===== src/common/ptw_pkg.sv =====
`default_nettype none

package ptw_pkg;

  // -------------------------------------------------------------------------
  // sv39 geometry
  // -------------------------------------------------------------------------

  // virtual address, sign bits above bit 38 are not carried
  localparam int unsigned vlen = 39;
  // physical address as seen on the memory port
  localparam int unsigned plen = 56;
  // physical page number held in satp and in every pte
  localparam int unsigned ppn_w = 44;
  // one vpn slice indexes 512 entries of a table
  localparam int unsigned vpn_w = 9;
  localparam int unsigned asid_w = 16;
  localparam int unsigned pte_w = 64;
  localparam int unsigned page_offset_w = 12;
  // 8 byte entries, low pointer bits are always zero
  localparam int unsigned pte_size_log2 = 3;

  // -------------------------------------------------------------------------
  // walk state shared between the blocks
  // -------------------------------------------------------------------------

  // lvl1 is the root table and maps 1G pages
  typedef enum logic [1:0] {
    LVL1,
    LVL2,
    LVL3
  } ptw_lvl_e;

  // verdict on the pte currently in the read register
  // none means no read data was registered this cycle
  typedef enum logic [1:0] {
    NONE,
    POINTER,
    LEAF_OK,
    FAULT
  } pte_verdict_e;

  // -------------------------------------------------------------------------
  // page table entry
  // -------------------------------------------------------------------------

  // msb first, matches the privileged spec layout
  typedef struct packed {
    logic [9:0]       reserved;
    logic [ppn_w-1:0] ppn;
    // free for software
    logic [1:0]       rsw;
    logic             d;
    logic             a;
    logic             g;
    logic             u;
    logic             x;
    logic             w;
    logic             r;
    logic             v;
  } pte_t;

  // read word from memory, written raw and decoded as a pte
  typedef union packed {
    logic [pte_w-1:0] raw;
    pte_t             pte;
  } pte_word_u;

endpackage

`default_nettype wire

===== src/common/walk_if.sv =====
`timescale 1ns/1ps
`default_nettype none

interface walk_if;

  // start of a new walk, context and global bit restart
  logic load;
  // pointer pte accepted, step one level down
  logic advance;
  // access kind of the walk in flight
  logic is_instr;
  logic is_store;

  // current table level and address of the pte to fetch
  ptw_pkg::ptw_lvl_e level;
  logic [ptw_pkg::plen-1:0] pptr;

  // checker result and the entry handed to the tlb
  ptw_pkg::pte_verdict_e verdict;
  ptw_pkg::pte_t leaf_pte;

  // sequencing side
  modport ctrl (
    output load, advance, is_instr, is_store,
    input  verdict, pptr
  );

  // level and pointer registers
  modport ctx (
    input  load, advance, leaf_pte,
    output level, pptr
  );

  // pte decode
  modport chk (
    input  load, level, is_instr, is_store,
    output verdict, leaf_pte
  );

endinterface

`default_nettype wire


===== src/rtl/ptw_top.sv =====
`timescale 1ns/1ps
`default_nettype none

module ptw_top (
  input  logic                       clk_i,
  input  logic                       rst_ni,
  input  logic                       flush_i,

  // walk request from the tlb miss path
  input  logic                       walk_req_i,
  input  logic                       walk_is_instr_i,
  input  logic                       walk_is_store_i,
  input  logic [ptw_pkg::vlen-1:0]   walk_vaddr_i,
  input  logic [ptw_pkg::asid_w-1:0] asid_i,
  input  logic [ptw_pkg::ppn_w-1:0]  satp_ppn_i,
  input  logic                       mxr_i,
  output logic                       busy_o,

  // single outstanding read port
  output logic                       mem_req_o,
  output logic [ptw_pkg::plen-1:0]   mem_addr_o,
  input  logic                       mem_gnt_i,
  input  logic                       mem_rvalid_i,
  input  logic [ptw_pkg::pte_w-1:0]  mem_rdata_i,

  // tlb update and fault
  output logic                       update_valid_o,
  output logic [26:0]                update_vpn_o,
  output logic [ptw_pkg::asid_w-1:0] update_asid_o,
  output logic                       update_is_2m_o,
  output logic                       update_is_1g_o,
  output logic [ptw_pkg::pte_w-1:0]  update_pte_o,
  output logic                       walk_error_o
);

  walk_if walk ();

  ptw_ctrl u_ctrl (
    .clk_i           (clk_i),
    .rst_ni          (rst_ni),
    .flush_i         (flush_i),
    .walk_req_i      (walk_req_i),
    .walk_is_instr_i (walk_is_instr_i),
    .walk_is_store_i (walk_is_store_i),
    .mem_gnt_i       (mem_gnt_i),
    .mem_req_o       (mem_req_o),
    .busy_o          (busy_o),
    .update_valid_o  (update_valid_o),
    .walk_error_o    (walk_error_o),
    .walk            (walk.ctrl)
  );

  pte_checker u_checker (
    .clk_i        (clk_i),
    .rst_ni       (rst_ni),
    .mem_rvalid_i (mem_rvalid_i),
    .mem_rdata_i  (mem_rdata_i),
    .mxr_i        (mxr_i),
    .walk         (walk.chk)
  );

  walk_context u_context (
    .clk_i          (clk_i),
    .rst_ni         (rst_ni),
    .walk_vaddr_i   (walk_vaddr_i),
    .asid_i         (asid_i),
    .satp_ppn_i     (satp_ppn_i),
    .mem_addr_o     (mem_addr_o),
    .update_vpn_o   (update_vpn_o),
    .update_asid_o  (update_asid_o),
    .update_is_2m_o (update_is_2m_o),
    .update_is_1g_o (update_is_1g_o),
    .walk           (walk.ctx)
  );

  // entry with the global bit gathered over all levels
  assign update_pte_o = walk.leaf_pte;

endmodule

`default_nettype wire


===== src/walker/walk_context.sv =====
`timescale 1ns/1ps
`default_nettype none

module walk_context (
  input  logic                       clk_i,
  input  logic                       rst_ni,
  input  logic [ptw_pkg::vlen-1:0]   walk_vaddr_i,
  input  logic [ptw_pkg::asid_w-1:0] asid_i,
  input  logic [ptw_pkg::ppn_w-1:0]  satp_ppn_i,
  output logic [ptw_pkg::plen-1:0]   mem_addr_o,
  output logic [26:0]                update_vpn_o,
  output logic [ptw_pkg::asid_w-1:0] update_asid_o,
  output logic                       update_is_2m_o,
  output logic                       update_is_1g_o,
  walk_if.ctx                        walk
);

  // vpn slice base positions inside the virtual address
  localparam int unsigned Vpn0Lsb = ptw_pkg::page_offset_w;
  localparam int unsigned Vpn1Lsb = ptw_pkg::page_offset_w + ptw_pkg::vpn_w;
  localparam int unsigned Vpn2Lsb = ptw_pkg::page_offset_w + 2 * ptw_pkg::vpn_w;

  logic [ptw_pkg::vlen-1:0]   vaddr_q;
  logic [ptw_pkg::asid_w-1:0] asid_q;
  logic [ptw_pkg::plen-1:0]   pptr_q;
  ptw_pkg::ptw_lvl_e          level_q;

  // next table index, vpn[1] below lvl1 and vpn[0] below lvl2
  logic [ptw_pkg::vpn_w-1:0]  next_vpn;

  assign next_vpn = (level_q == ptw_pkg::LVL1) ? vaddr_q[Vpn1Lsb +: ptw_pkg::vpn_w]
                                               : vaddr_q[Vpn0Lsb +: ptw_pkg::vpn_w];

  always_ff @(posedge clk_i or negedge rst_ni) begin
    if (!rst_ni) begin
      level_q <= ptw_pkg::LVL1;
    end else if (walk.load) begin
      level_q <= ptw_pkg::LVL1;
    end else if (walk.advance) begin
      level_q <= (level_q == ptw_pkg::LVL1) ? ptw_pkg::LVL2 : ptw_pkg::LVL3;
    end
  end

  // pte address is table base plus index times entry size
  always_ff @(posedge clk_i) begin
    if (walk.load) begin
      vaddr_q <= walk_vaddr_i;
      asid_q  <= asid_i;
      pptr_q  <= {satp_ppn_i, walk_vaddr_i[Vpn2Lsb +: ptw_pkg::vpn_w],
                  {ptw_pkg::pte_size_log2{1'b0}}};
    end else if (walk.advance) begin
      pptr_q <= {walk.leaf_pte.ppn, next_vpn, {ptw_pkg::pte_size_log2{1'b0}}};
    end
  end

  assign walk.level = level_q;
  assign walk.pptr  = pptr_q;
  assign mem_addr_o = pptr_q;

  // tlb update fields
  assign update_vpn_o   = vaddr_q[ptw_pkg::vlen-1:ptw_pkg::page_offset_w];
  assign update_asid_o  = asid_q;
  assign update_is_1g_o = (level_q == ptw_pkg::LVL1);
  assign update_is_2m_o = (level_q == ptw_pkg::LVL2);

  // the checker turns an lvl3 pointer into a fault, never a step
  a_no_advance_lvl3: assert property (@(posedge clk_i) disable iff (!rst_ni)
    walk.advance |-> walk.level != ptw_pkg::LVL3)
    else $error("advance requested at the last level");

endmodule

`default_nettype wire


===== src/walker/pte_checker.sv =====
`timescale 1ns/1ps
`default_nettype none

module pte_checker (
  input  logic                      clk_i,
  input  logic                      rst_ni,
  input  logic                      mem_rvalid_i,
  input  logic [ptw_pkg::pte_w-1:0] mem_rdata_i,
  input  logic                      mxr_i,
  walk_if.chk                       walk
);

  // registered read response
  logic                rvalid_q;
  ptw_pkg::pte_word_u  rdata_q;
  ptw_pkg::pte_t       pte;

  // set once any level of this walk was global
  logic global_q;

  logic                  perm_ok;
  logic                  misaligned;
  ptw_pkg::pte_verdict_e verdict;
  ptw_pkg::pte_t         leaf_pte;

  assign pte = rdata_q.pte;

  always_ff @(posedge clk_i or negedge rst_ni) begin
    if (!rst_ni) begin
      rvalid_q <= 1'b0;
      global_q <= 1'b0;
    end else begin
      rvalid_q <= mem_rvalid_i;
      if (walk.load) begin
        global_q <= 1'b0;
      end else if (rvalid_q && pte.g) begin
        global_q <= 1'b1;
      end
    end
  end

  always_ff @(posedge clk_i) begin
    rdata_q.raw <= mem_rdata_i;
  end

  // -------------------------------------------------------------------------
  // leaf checks
  // -------------------------------------------------------------------------

  // accessed and dirty are managed by software, so a clear bit faults
  always_comb begin
    if (walk.is_instr) begin
      perm_ok = pte.x && pte.a;
    end else begin
      // mxr lets loads read from execute only pages
      perm_ok = pte.a && (pte.r || (pte.x && mxr_i));
      if (walk.is_store && !(pte.w && pte.d)) begin
        perm_ok = 1'b0;
      end
    end
  end

  // superpage ppn must be aligned to its page size
  assign misaligned =
    (walk.level == ptw_pkg::LVL1 && pte.ppn[2*ptw_pkg::vpn_w-1:0] != '0) ||
    (walk.level == ptw_pkg::LVL2 && pte.ppn[ptw_pkg::vpn_w-1:0] != '0);

  // -------------------------------------------------------------------------
  // verdict
  // -------------------------------------------------------------------------

  always_comb begin
    verdict = ptw_pkg::NONE;
    if (rvalid_q) begin
      if (!pte.v || (!pte.r && pte.w)) begin
        // invalid, or the reserved write only encoding
        verdict = ptw_pkg::FAULT;
      end else if (!pte.r && !pte.x) begin
        // pointer, no table exists below lvl3
        verdict = (walk.level == ptw_pkg::LVL3) ? ptw_pkg::FAULT : ptw_pkg::POINTER;
      end else if (perm_ok && !misaligned) begin
        verdict = ptw_pkg::LEAF_OK;
      end else begin
        verdict = ptw_pkg::FAULT;
      end
    end
  end

  // current level's g bit joins the ones seen above it
  always_comb begin
    leaf_pte   = pte;
    leaf_pte.g = pte.g | global_q;
  end

  assign walk.verdict  = verdict;
  assign walk.leaf_pte = leaf_pte;

  // a verdict only ever follows a read response by one cycle
  a_verdict_after_rvalid: assert property (@(posedge clk_i) disable iff (!rst_ni)
    walk.verdict != ptw_pkg::NONE |-> $past(mem_rvalid_i))
    else $error("verdict without a registered read response");

endmodule

`default_nettype wire


===== src/walker/ptw_ctrl.sv =====
`timescale 1ns/1ps
`default_nettype none

module ptw_ctrl (
  input  logic   clk_i,
  input  logic   rst_ni,
  input  logic   flush_i,
  input  logic   walk_req_i,
  input  logic   walk_is_instr_i,
  input  logic   walk_is_store_i,
  input  logic   mem_gnt_i,
  output logic   mem_req_o,
  output logic   busy_o,
  output logic   update_valid_o,
  output logic   walk_error_o,
  walk_if.ctrl   walk
);

  typedef enum logic [2:0] {
    IDLE,
    WAIT_GRANT,
    PTE_LOOKUP,
    WAIT_RVALID,
    PROPAGATE_ERROR,
    LATENCY
  } state_e;

  state_e state_q, state_d;

  // access kind, held for the whole walk
  logic is_instr_q, is_instr_d;
  logic is_store_q, is_store_d;

  assign busy_o        = (state_q != IDLE);
  assign walk.is_instr = is_instr_q;
  assign walk.is_store = is_store_q;

  // -------------------------------------------------------------------------
  // walk sequencing
  // -------------------------------------------------------------------------

  always_comb begin
    state_d        = state_q;
    is_instr_d     = is_instr_q;
    is_store_d     = is_store_q;
    mem_req_o      = 1'b0;
    walk.load      = 1'b0;
    walk.advance   = 1'b0;
    update_valid_o = 1'b0;
    walk_error_o   = 1'b0;

    case (state_q)
      IDLE: begin
        // a flush in the same cycle drops the request
        if (walk_req_i && !flush_i) begin
          walk.load  = 1'b1;
          is_instr_d = walk_is_instr_i;
          is_store_d = walk_is_store_i;
          state_d    = WAIT_GRANT;
        end
      end

      WAIT_GRANT: begin
        // request held with a stable address until granted
        mem_req_o = 1'b1;
        if (mem_gnt_i) begin
          state_d = PTE_LOOKUP;
        end
      end

      PTE_LOOKUP: begin
        // verdict stays none until the read data is registered
        case (walk.verdict)
          ptw_pkg::POINTER: begin
            walk.advance = 1'b1;
            state_d      = WAIT_GRANT;
          end
          ptw_pkg::LEAF_OK: begin
            update_valid_o = 1'b1;
            state_d        = LATENCY;
          end
          ptw_pkg::FAULT: begin
            state_d = PROPAGATE_ERROR;
          end
          default: begin
            state_d = PTE_LOOKUP;
          end
        endcase
      end

      PROPAGATE_ERROR: begin
        walk_error_o = 1'b1;
        state_d      = LATENCY;
      end

      // drain of a read granted before a flush
      WAIT_RVALID: begin
        if (walk.verdict != ptw_pkg::NONE) begin
          state_d = IDLE;
        end
      end

      LATENCY: begin
        state_d = IDLE;
      end

      default: begin
        state_d = IDLE;
      end
    endcase

    // -----------------------------------------------------------------------
    // flush
    // -----------------------------------------------------------------------
    // a read already granted must come back before the next walk starts,
    // otherwise its rvalid would be taken as data of the new walk
    if (flush_i) begin
      walk.advance   = 1'b0;
      update_valid_o = 1'b0;
      walk_error_o   = 1'b0;
      if ((state_q == WAIT_GRANT && mem_gnt_i) ||
          ((state_q inside {PTE_LOOKUP, WAIT_RVALID}) &&
           walk.verdict == ptw_pkg::NONE)) begin
        state_d = WAIT_RVALID;
      end else begin
        state_d = IDLE;
      end
    end
  end

  always_ff @(posedge clk_i or negedge rst_ni) begin
    if (!rst_ni) begin
      state_q    <= IDLE;
      is_instr_q <= 1'b0;
      is_store_q <= 1'b0;
    end else begin
      state_q    <= state_d;
      is_instr_q <= is_instr_d;
      is_store_q <= is_store_d;
    end
  end

  // -------------------------------------------------------------------------
  // checks
  // -------------------------------------------------------------------------

  // one outcome per walk
  a_one_outcome: assert property (@(posedge clk_i) disable iff (!rst_ni)
    !(update_valid_o && walk_error_o))
    else $error("update and error pulse together");

  a_req_in_grant: assert property (@(posedge clk_i) disable iff (!rst_ni)
    mem_req_o |-> state_q == WAIT_GRANT)
    else $error("memory request outside of grant wait");

  // address from the context block holds while the port stalls
  a_req_hold: assert property (@(posedge clk_i) disable iff (!rst_ni)
    mem_req_o && !mem_gnt_i && !flush_i |=> mem_req_o && $stable(walk.pptr))
    else $error("memory request dropped or address changed before grant");

endmodule

`default_nettype wire


===== config.mk =====
export PLATFORM = sky130hd
export DESIGN_NAME = ptw_top
export DESIGN_NICKNAME = d
export VERILOG_FILES = /design/src/common/ptw_pkg.sv /design/src/common/walk_if.sv /design/src/rtl/ptw_top.sv /design/src/walker/walk_context.sv /design/src/walker/pte_checker.sv /design/src/walker/ptw_ctrl.sv
export SDC_FILE = /design/constraint.sdc
export NUM_CORES = 1
export LEC_CHECK = 0
export BUFFER_PORTS_ARGS = -buffer_cell sky130_fd_sc_hd__buf_2
export CAP_MARGIN = 15
export CORE_AREA = 2 2 131 133
export DETAILED_ROUTE_END_ITERATION = 10
export DIE_AREA = 0 0 133 135
export GPL_TIMING_DRIVEN = 0
export HOLD_SLACK_MARGIN = 0.05
export PLACE_DENSITY = 0.71
export REMOVE_ABC_BUFFERS = 1
export SETUP_SLACK_MARGIN = 0.02
export SYNTH_ARGS = -nofsm -noshare
export SYNTH_HDL_FRONTEND = slang
export SYNTH_SLANG_ARGS = --single-unit

===== constraint.sdc =====
create_clock -name clk_i -period 4 [get_ports clk_i]
set_clock_uncertainty 0.1 [all_clocks]
set_input_delay 0.2 -clock clk_i [delete_from_list [all_inputs] [get_ports clk_i]]
set_output_delay 0.2 -clock clk_i [all_outputs]
set_load 0.005 [all_outputs]

==> reports/metrics.csv, run 1 <==
metric,value,unit
avgSynthCellArea,12.58,µm²
insertion_delay,0.43,ns
whs,0.08255,ns
dp.cells,955,
clkTransAtPathRegs,0.07,ns
instances_no_fill,1145,
maxCapViolCount,0,
cp_top_family,simple AND/OR/NAND/NOR gates,
cp.arrival,3.15,ns
synth_cell_types,40,
place_area,0.007513,mm²
finalHoldViolCount,0,
drc,0,
synth-compound-area-share,3.089,%
p_total,4711,µW
grt_setup_unrepaired,no,
yosys.area.top_type,edfxtp_1,
nets,1089,
cp-start-kind,flip-flop,
final_layout_size_suffix_gt1_share,40.00,%
antenna_found_initial,0,
syn-cell-area,0.006116,mm²
fmax,0.3179,GHz
grt_pass1_vias,5198,
worstMarginPinSlew,0.8704,ns
setup_viol,0,
ir_drop,289.2,µV
start_util,37.28,%
yosysWarnings,0,
grt-ovfl-total,0,
synth_ff_type,edfxtp_1,
gp_congestion,0.8016,
wl_per_cell,15.79,µm
cts_max_level,4,
die-width,133,µm
post-route-cell-area,0.009673,mm²
crit_slowest_cell,nor2_2,
slew_violations,0,
numPortBuffers,325,
cts-root-buf,clkbuf_16,
synth_edf_count,96,
ctsResizeCount,0,
relSlewSlack,41.91,%
ant_nets,0,
grt_max_degree,74,
status,"finished, final reports clean",
area_growth,58.16,%
cp_num_buf_inv,1,
synth_xor_area_share,0,%
muxShareOfSynthArea,1.637,%
hp-class,in2reg,
wirelength,18070,µm
crit_required,4.01,ns
tns,0,ns
synth-seq-area-share,71.77,%
synth-simple-area-share,12.46,%
vias_per_cell,4.379,
synth_area_leaders,"edfxtp_1 (47%), dfxtp_1 (21%), nand2_1 (9.3%)",
path_class,reg2reg,
synthCells,486,
cp_cell_sequence,nor2_2 -> a2111oi_2 -> o21ai_0 -> ha_1 -> nand3_1 -> nand2_2 -> buf_12,
die_area,0.01796,mm²
core_area,0.01641,mm²
cts_made_buffers,17,
max_stage_delay,0.68,ns
dpl.hpwl,11650,µm
dieHeight,135,µm
first_pass_iters,4,
antennaDiodeCount,0,
cts.path.max_buffers,2,
fin_crit,3.146,ns
powerDensity,487.1,mW/mm²
crit_fanout,37,
critPathCaptureType,flip-flop,
dr_total_vias,5014,
synth-async-reset-ratio,5.325,%
cts_tree,done,
cts.sinks,169,
synth-seq-cells,169,
reg2reg_slack,0.85,ns
first_iter_violations,218,
rows,47,
final.period_utilization,78.65,%
synthAdderAreaFrac,1.023,%
grt.total_usage,19.56,%
power_leakage,0.004470,µW
grt_pass1_wl,26790,µm
synth_top_area_share,47.14,%
ios,341,
synth_top_family_by_area,simple AND/OR/NAND/NOR gates,
cells in the mapped netlist (all sizes together) (3+ instances only):
cell type / instances
a21oi: 4
buf: 80
dfrtp: 9
dfxtp: 64
edfxtp: 96
ha: 5
inv: 6
mux2i: 10
nand2: 151
nand3: 5
nor2: 9
nor2b: 3
nor3: 4
o21ai: 15
final timing paths:
| kind | from | end | depth (start not counted) |
|---|---|---|---|
| worst min register to register | u_checker.global_q | u_checker.global_q | 2 |
| min in group asynchronous | rst_ni | u_ctrl.walk.is_store | 3 |
| worst max register to register | u_context.walk.level[0] | u_context.mem_addr_o[39] | 7 |
| worst min-delay path | walk_req_i | u_ctrl.state_q[0] | 4 |
| worst max-delay path | u_context.walk.level[0] | u_context.mem_addr_o[39] | 7 |
| max in group asynchronous | rst_ni | u_checker.global_q | 4 |
layer usage:
metal / global-route usage [%] / wire length, µm / vias up
li1: - / - / 2409
met1: 21.21 / 6774 / 2329
met3: 5.218 / 1282 / 39
met4: 9.080 / 488 / 0
met5: 0 / 0 / -
met2: 35.66 / 9528 / 237
sequential cells by signal, indices dropped and copies added, names as in the netlist:
register / flops
u_context.walk.level: 2
u_ctrl.state_q: 3
u_checker.rvalid_q: 1
u_checker.global_q: 1
u_ctrl.walk.is_instr: 1
u_context.vaddr_q: 27
u_ctrl.walk.is_store: 1
u_context.mem_addr_o: 53
u_context.update_asid_o: 16
u_checker.pte: 64
stage by stage:
stage,worst slack [ns],utilization [%]
after detailed placement,0.8071,45.79
after global placement,-0.8278,45.34
after CTS,0.7721,58.96
final,0.8539,58.96
after global routing,0.5572,58.96
after floorplan,0.4773,-
worst min-delay path, delay by kind of cell:
kind                   cells  cell delay (ns)
AO/OA/AOI/OAI              2             0.19
buffers and inverters      2             0.17
logic make-up (layout without fill, tap and decap cells):
kind of cell / after synthesis / after routing
compound gates: 30 / 30
fa+ha+maj: 5 / 5
buf+inv: 87 / 524
flops: 169 / 169
mux: 10 / 10
other cells: 1 / 3
simple gates: 184 / 184
where the power goes:
| part | internal, µW | switching [µW] |
|---|---|---|
| logic | 426 | 472 |
| registers | 2110 | 102 |
| clock network | 891 | 709 |
cell type report:
type	count	area, µm²
Fill cell	1278	6734
Sequential cell	169	4389
Timing Repair Buffer	486	3276
Multi-Input combinational cell	232	1130
Clock buffer	19	442.9
Tap cell	220	275.3
Clock inverter	13	135.1
Inverter	6	25.02
cells in the final DEF, fill, tap and decap left out, types with 2 or more instances in the layout:
| cell | Yosys | layout |
|---|---|---|
| a21boi_0 | 2 | 2 |
| a21oi_1 | 4 | 4 |
| a31oi_1 | 2 | 2 |
| buf_12 | 0 | 2 |
| buf_2 | 10 | 325 |
| clkbuf_16 | 0 | 17 |
| clkinv_4 | 0 | 3 |
| clkinvlp_4 | 0 | 4 |
| conb_1 | 1 | 3 |
| dfrtp_1 | 9 | 9 |
| dfxtp_1 | 64 | 64 |
| dlygate4sd3_1 | 0 | 158 |
| edfxtp_1 | 96 | 96 |
| ha_1 | 5 | 5 |
| inv_1 | 5 | 5 |
| inv_6 | 0 | 3 |
| inv_8 | 0 | 2 |
| mux2i_1 | 10 | 10 |
| nand2_1 | 151 | 150 |
| nand2b_1 | 2 | 2 |
| nand3_1 | 4 | 4 |
| nor2_1 | 8 | 7 |
| nor2b_1 | 3 | 3 |
| nor3_1 | 4 | 4 |
| o21ai_0 | 15 | 15 |
| or2_2 | 2 | 2 |
what timing repair did:
item                                   4_1_cts  5_1_grt
hold buffers                               158        0
endpoints found under the hold margin      174        0
setup buffers                                0        0
Note: power is estimated with default switching activity, not from simulation.
==> run 2, diff against run 1 <==
Settings changed: PLACE_DENSITY 0.71 to 0.73.
Clock period 4 ns to 2.6 ns, I/O delays scaled along.
==> reports/metrics.csv, run 2 (synthesis results as in run 1) <==
metric,value,unit,change
start_util,37.28,%,unchanged
antenna_found_initial,0,,unchanged
grt_pass1_wl,27320,µm,+2.0%
drc,0,,unchanged
cts.path.max_buffers,2,,unchanged
cp.arrival,2.32,ns,-0.83 ns
grt.total_usage,20.01,%,+0.45 points
final_cell_mix,"buf_2 (325), dlygate4sd3_1 (159), nand2_1 (150)",,
area_growth,61.03,%,
ios,341,,unchanged
dpl.hpwl,11720,µm,+0.64%
antennaDiodeCount,0,,unchanged
post-route-cell-area,0.009848,mm²,+1.8%
wirelength,18380,µm,+1.7%
pwr-share-comb,19.8,%,+0.7 points
power_leakage,0.004543,µW,+1.6%
p_sw_share,26.63,%,-0.60 points
finalHoldViolCount,0,,unchanged
largest_register_ffs,64,,unchanged
maxCapViolCount,0,,unchanged
p_total,7432,µW,+58%
dr_total_vias,5109,,+1.9%
cts-root-buf,clkbuf_16,,
layout_commonest_cell,buf_2,,
dieHeight,135,µm,unchanged
final.period_utilization,98.26,%,
path_class,reg2out,,
dp.cells,955,,unchanged
grt_pass1_vias,5275,,+1.5%
worstMarginPinSlew,0.5153,ns,-0.3551 ns
ant_nets,0,,unchanged
cp-start-kind,flip-flop,,
first_iter_violations,198,,-9.2%
die_area,0.01796,mm²,unchanged
grt_setup_unrepaired,yes,,
nets,1096,,+0.64%
crit_required,2.37,ns,-1.64 ns
grt-ovfl-total,0,,unchanged
die-width,133,µm,unchanged
core_area,0.01641,mm²,unchanged
fin_crit,2.555,ns,
crit_fanout,3,,-92%
instances_no_fill,1152,,+0.61%
slew_violations,0,,unchanged
setup_viol,0,,unchanged
relSlewSlack,65.53,%,+24 points
switching_power,1979,µW,+54%
power_frac_clock,34.3,%,+0.3 points
status,"finished, final reports clean",,
ir_drop,430.9,µV,+49%
powerDensity,754.7,mW/mm²,+55%
cts_made_buffers,17,,unchanged
num-fill-cells,1249,,-2.3%
place_area,0.007513,mm²,unchanged
gp_congestion,0.7895,,-1.5%
cts_tree,done,,
wl_per_cell,15.95,µm,+1.0%
cts_max_level,4,,unchanged
final_layout_size_suffix_gt1_share,40.77,%,+0.77 points
grt_max_degree,66,,-11%
vias_per_cell,4.435,,+1.3%
power_frac_seq,45.9,%,-1.1 points
numPortBuffers,325,,unchanged
intPower,5453,µW,+59%
fmax,0.3914,GHz,
critPathCaptureType,output port,,
hp-class,in2reg,,
rows,47,,unchanged
insertion_delay,0.42,ns,about the same
first_pass_iters,4,,unchanged
cts.sinks,169,,unchanged
clkTransAtPathRegs,0.07,ns,about the same
==> run 2: power groups by stage <==
stage / clock, µW / combinational [µW] / sequential (µW)
3_3_place_gp: 0 / 1120 / 3460
5_1_grt: 2710 / 1610 / 3450
4_1_cts: 2610 / 1470 / 3400
3_5_place_dp: 0 / 1190 / 3460
6_report: 2550 / 1470 / 3410
2_1_floorplan: 0 / 507 / 3480
==> run 2: what timing repair did <==
action	4_1_cts	5_1_grt
setup buffers	3	2
endpoints found under the hold margin	175	0
gates resized for setup	12	3
cloned	1	0
endpoints found under the setup margin	114	23
hold buffers	159	0
pin swaps	3	3
==> run 2: final cells by class <==
type | count | area (µm²) | share of cell area (%)
clock buffer | 20 | 456.7 | 4.637
clock inverter | 12 | 138.9 | 1.410
inverter | 6 | 35.03 | 0.3557
multi-input combinational | 232 | 1187 | 12.06
sequential | 169 | 4392 | 44.59
tap | 220 | 275.3 | 2.795
timing repair buffer | 493 | 3363 | 34.15
==> run 2: worst max-delay path: stages, from the launching register on <==
cell and delay [ns]:
dfxtp_2 0.35, nor4_4 0.34, nand3_2 0.17, a2111oi_4 0.35, o21a_1 0.24, ha_1 0.17
and3_1 0.17, buf_2 0.12
==> run 2: routing by layer <==
metal / vias up / track usage (%) / share of wire, %
li1: 2434 / - / -
met1: 2420 / 21.52 / 37
met2: 223 / 36.99 / 54
met3: 32 / 5.293 / 6.4
met4: 0 / 8.781 / 2.2
met5: - / 0 / 0
==> run 2: stage by stage <==
stage	util (%)	TNS, ns	setup slack, ns	hold WS (ns)
4_1_cts	59.89	0	0.02548	0.08102
6_report	60.02	0	0.04522	0.09178
2_1_floorplan	-	-76.79	-0.9227	-0.2656
5_1_grt	60.02	-0.08534	-0.08534	0.1529
3_3_place_gp	45.34	-273.42	-2.163	-0.08832
3_5_place_dp	45.79	-36.52	-0.6491	-0.08989
==> run 2: path summary, 6_finish.rpt <==
check / end / start / cells after the start / slack, ns
setup / recovery: update_valid_o / u_checker.pte[24] / 7 / 0.05
hold / removal: u_ctrl.state_q[0] / mem_gnt_i / 5 / 0.09
setup reg to reg: u_context.mem_addr_o[14] / u_checker.pte[24] / 8 / 0.13
hold reg to reg: u_ctrl.walk.is_store / u_ctrl.walk.is_store / 2 / 0.37
max in group asynchronous: u_ctrl.state_q[1] / rst_ni / 3 / 1.41
min in group asynchronous: u_ctrl.walk.is_instr / rst_ni / 3 / 0.64
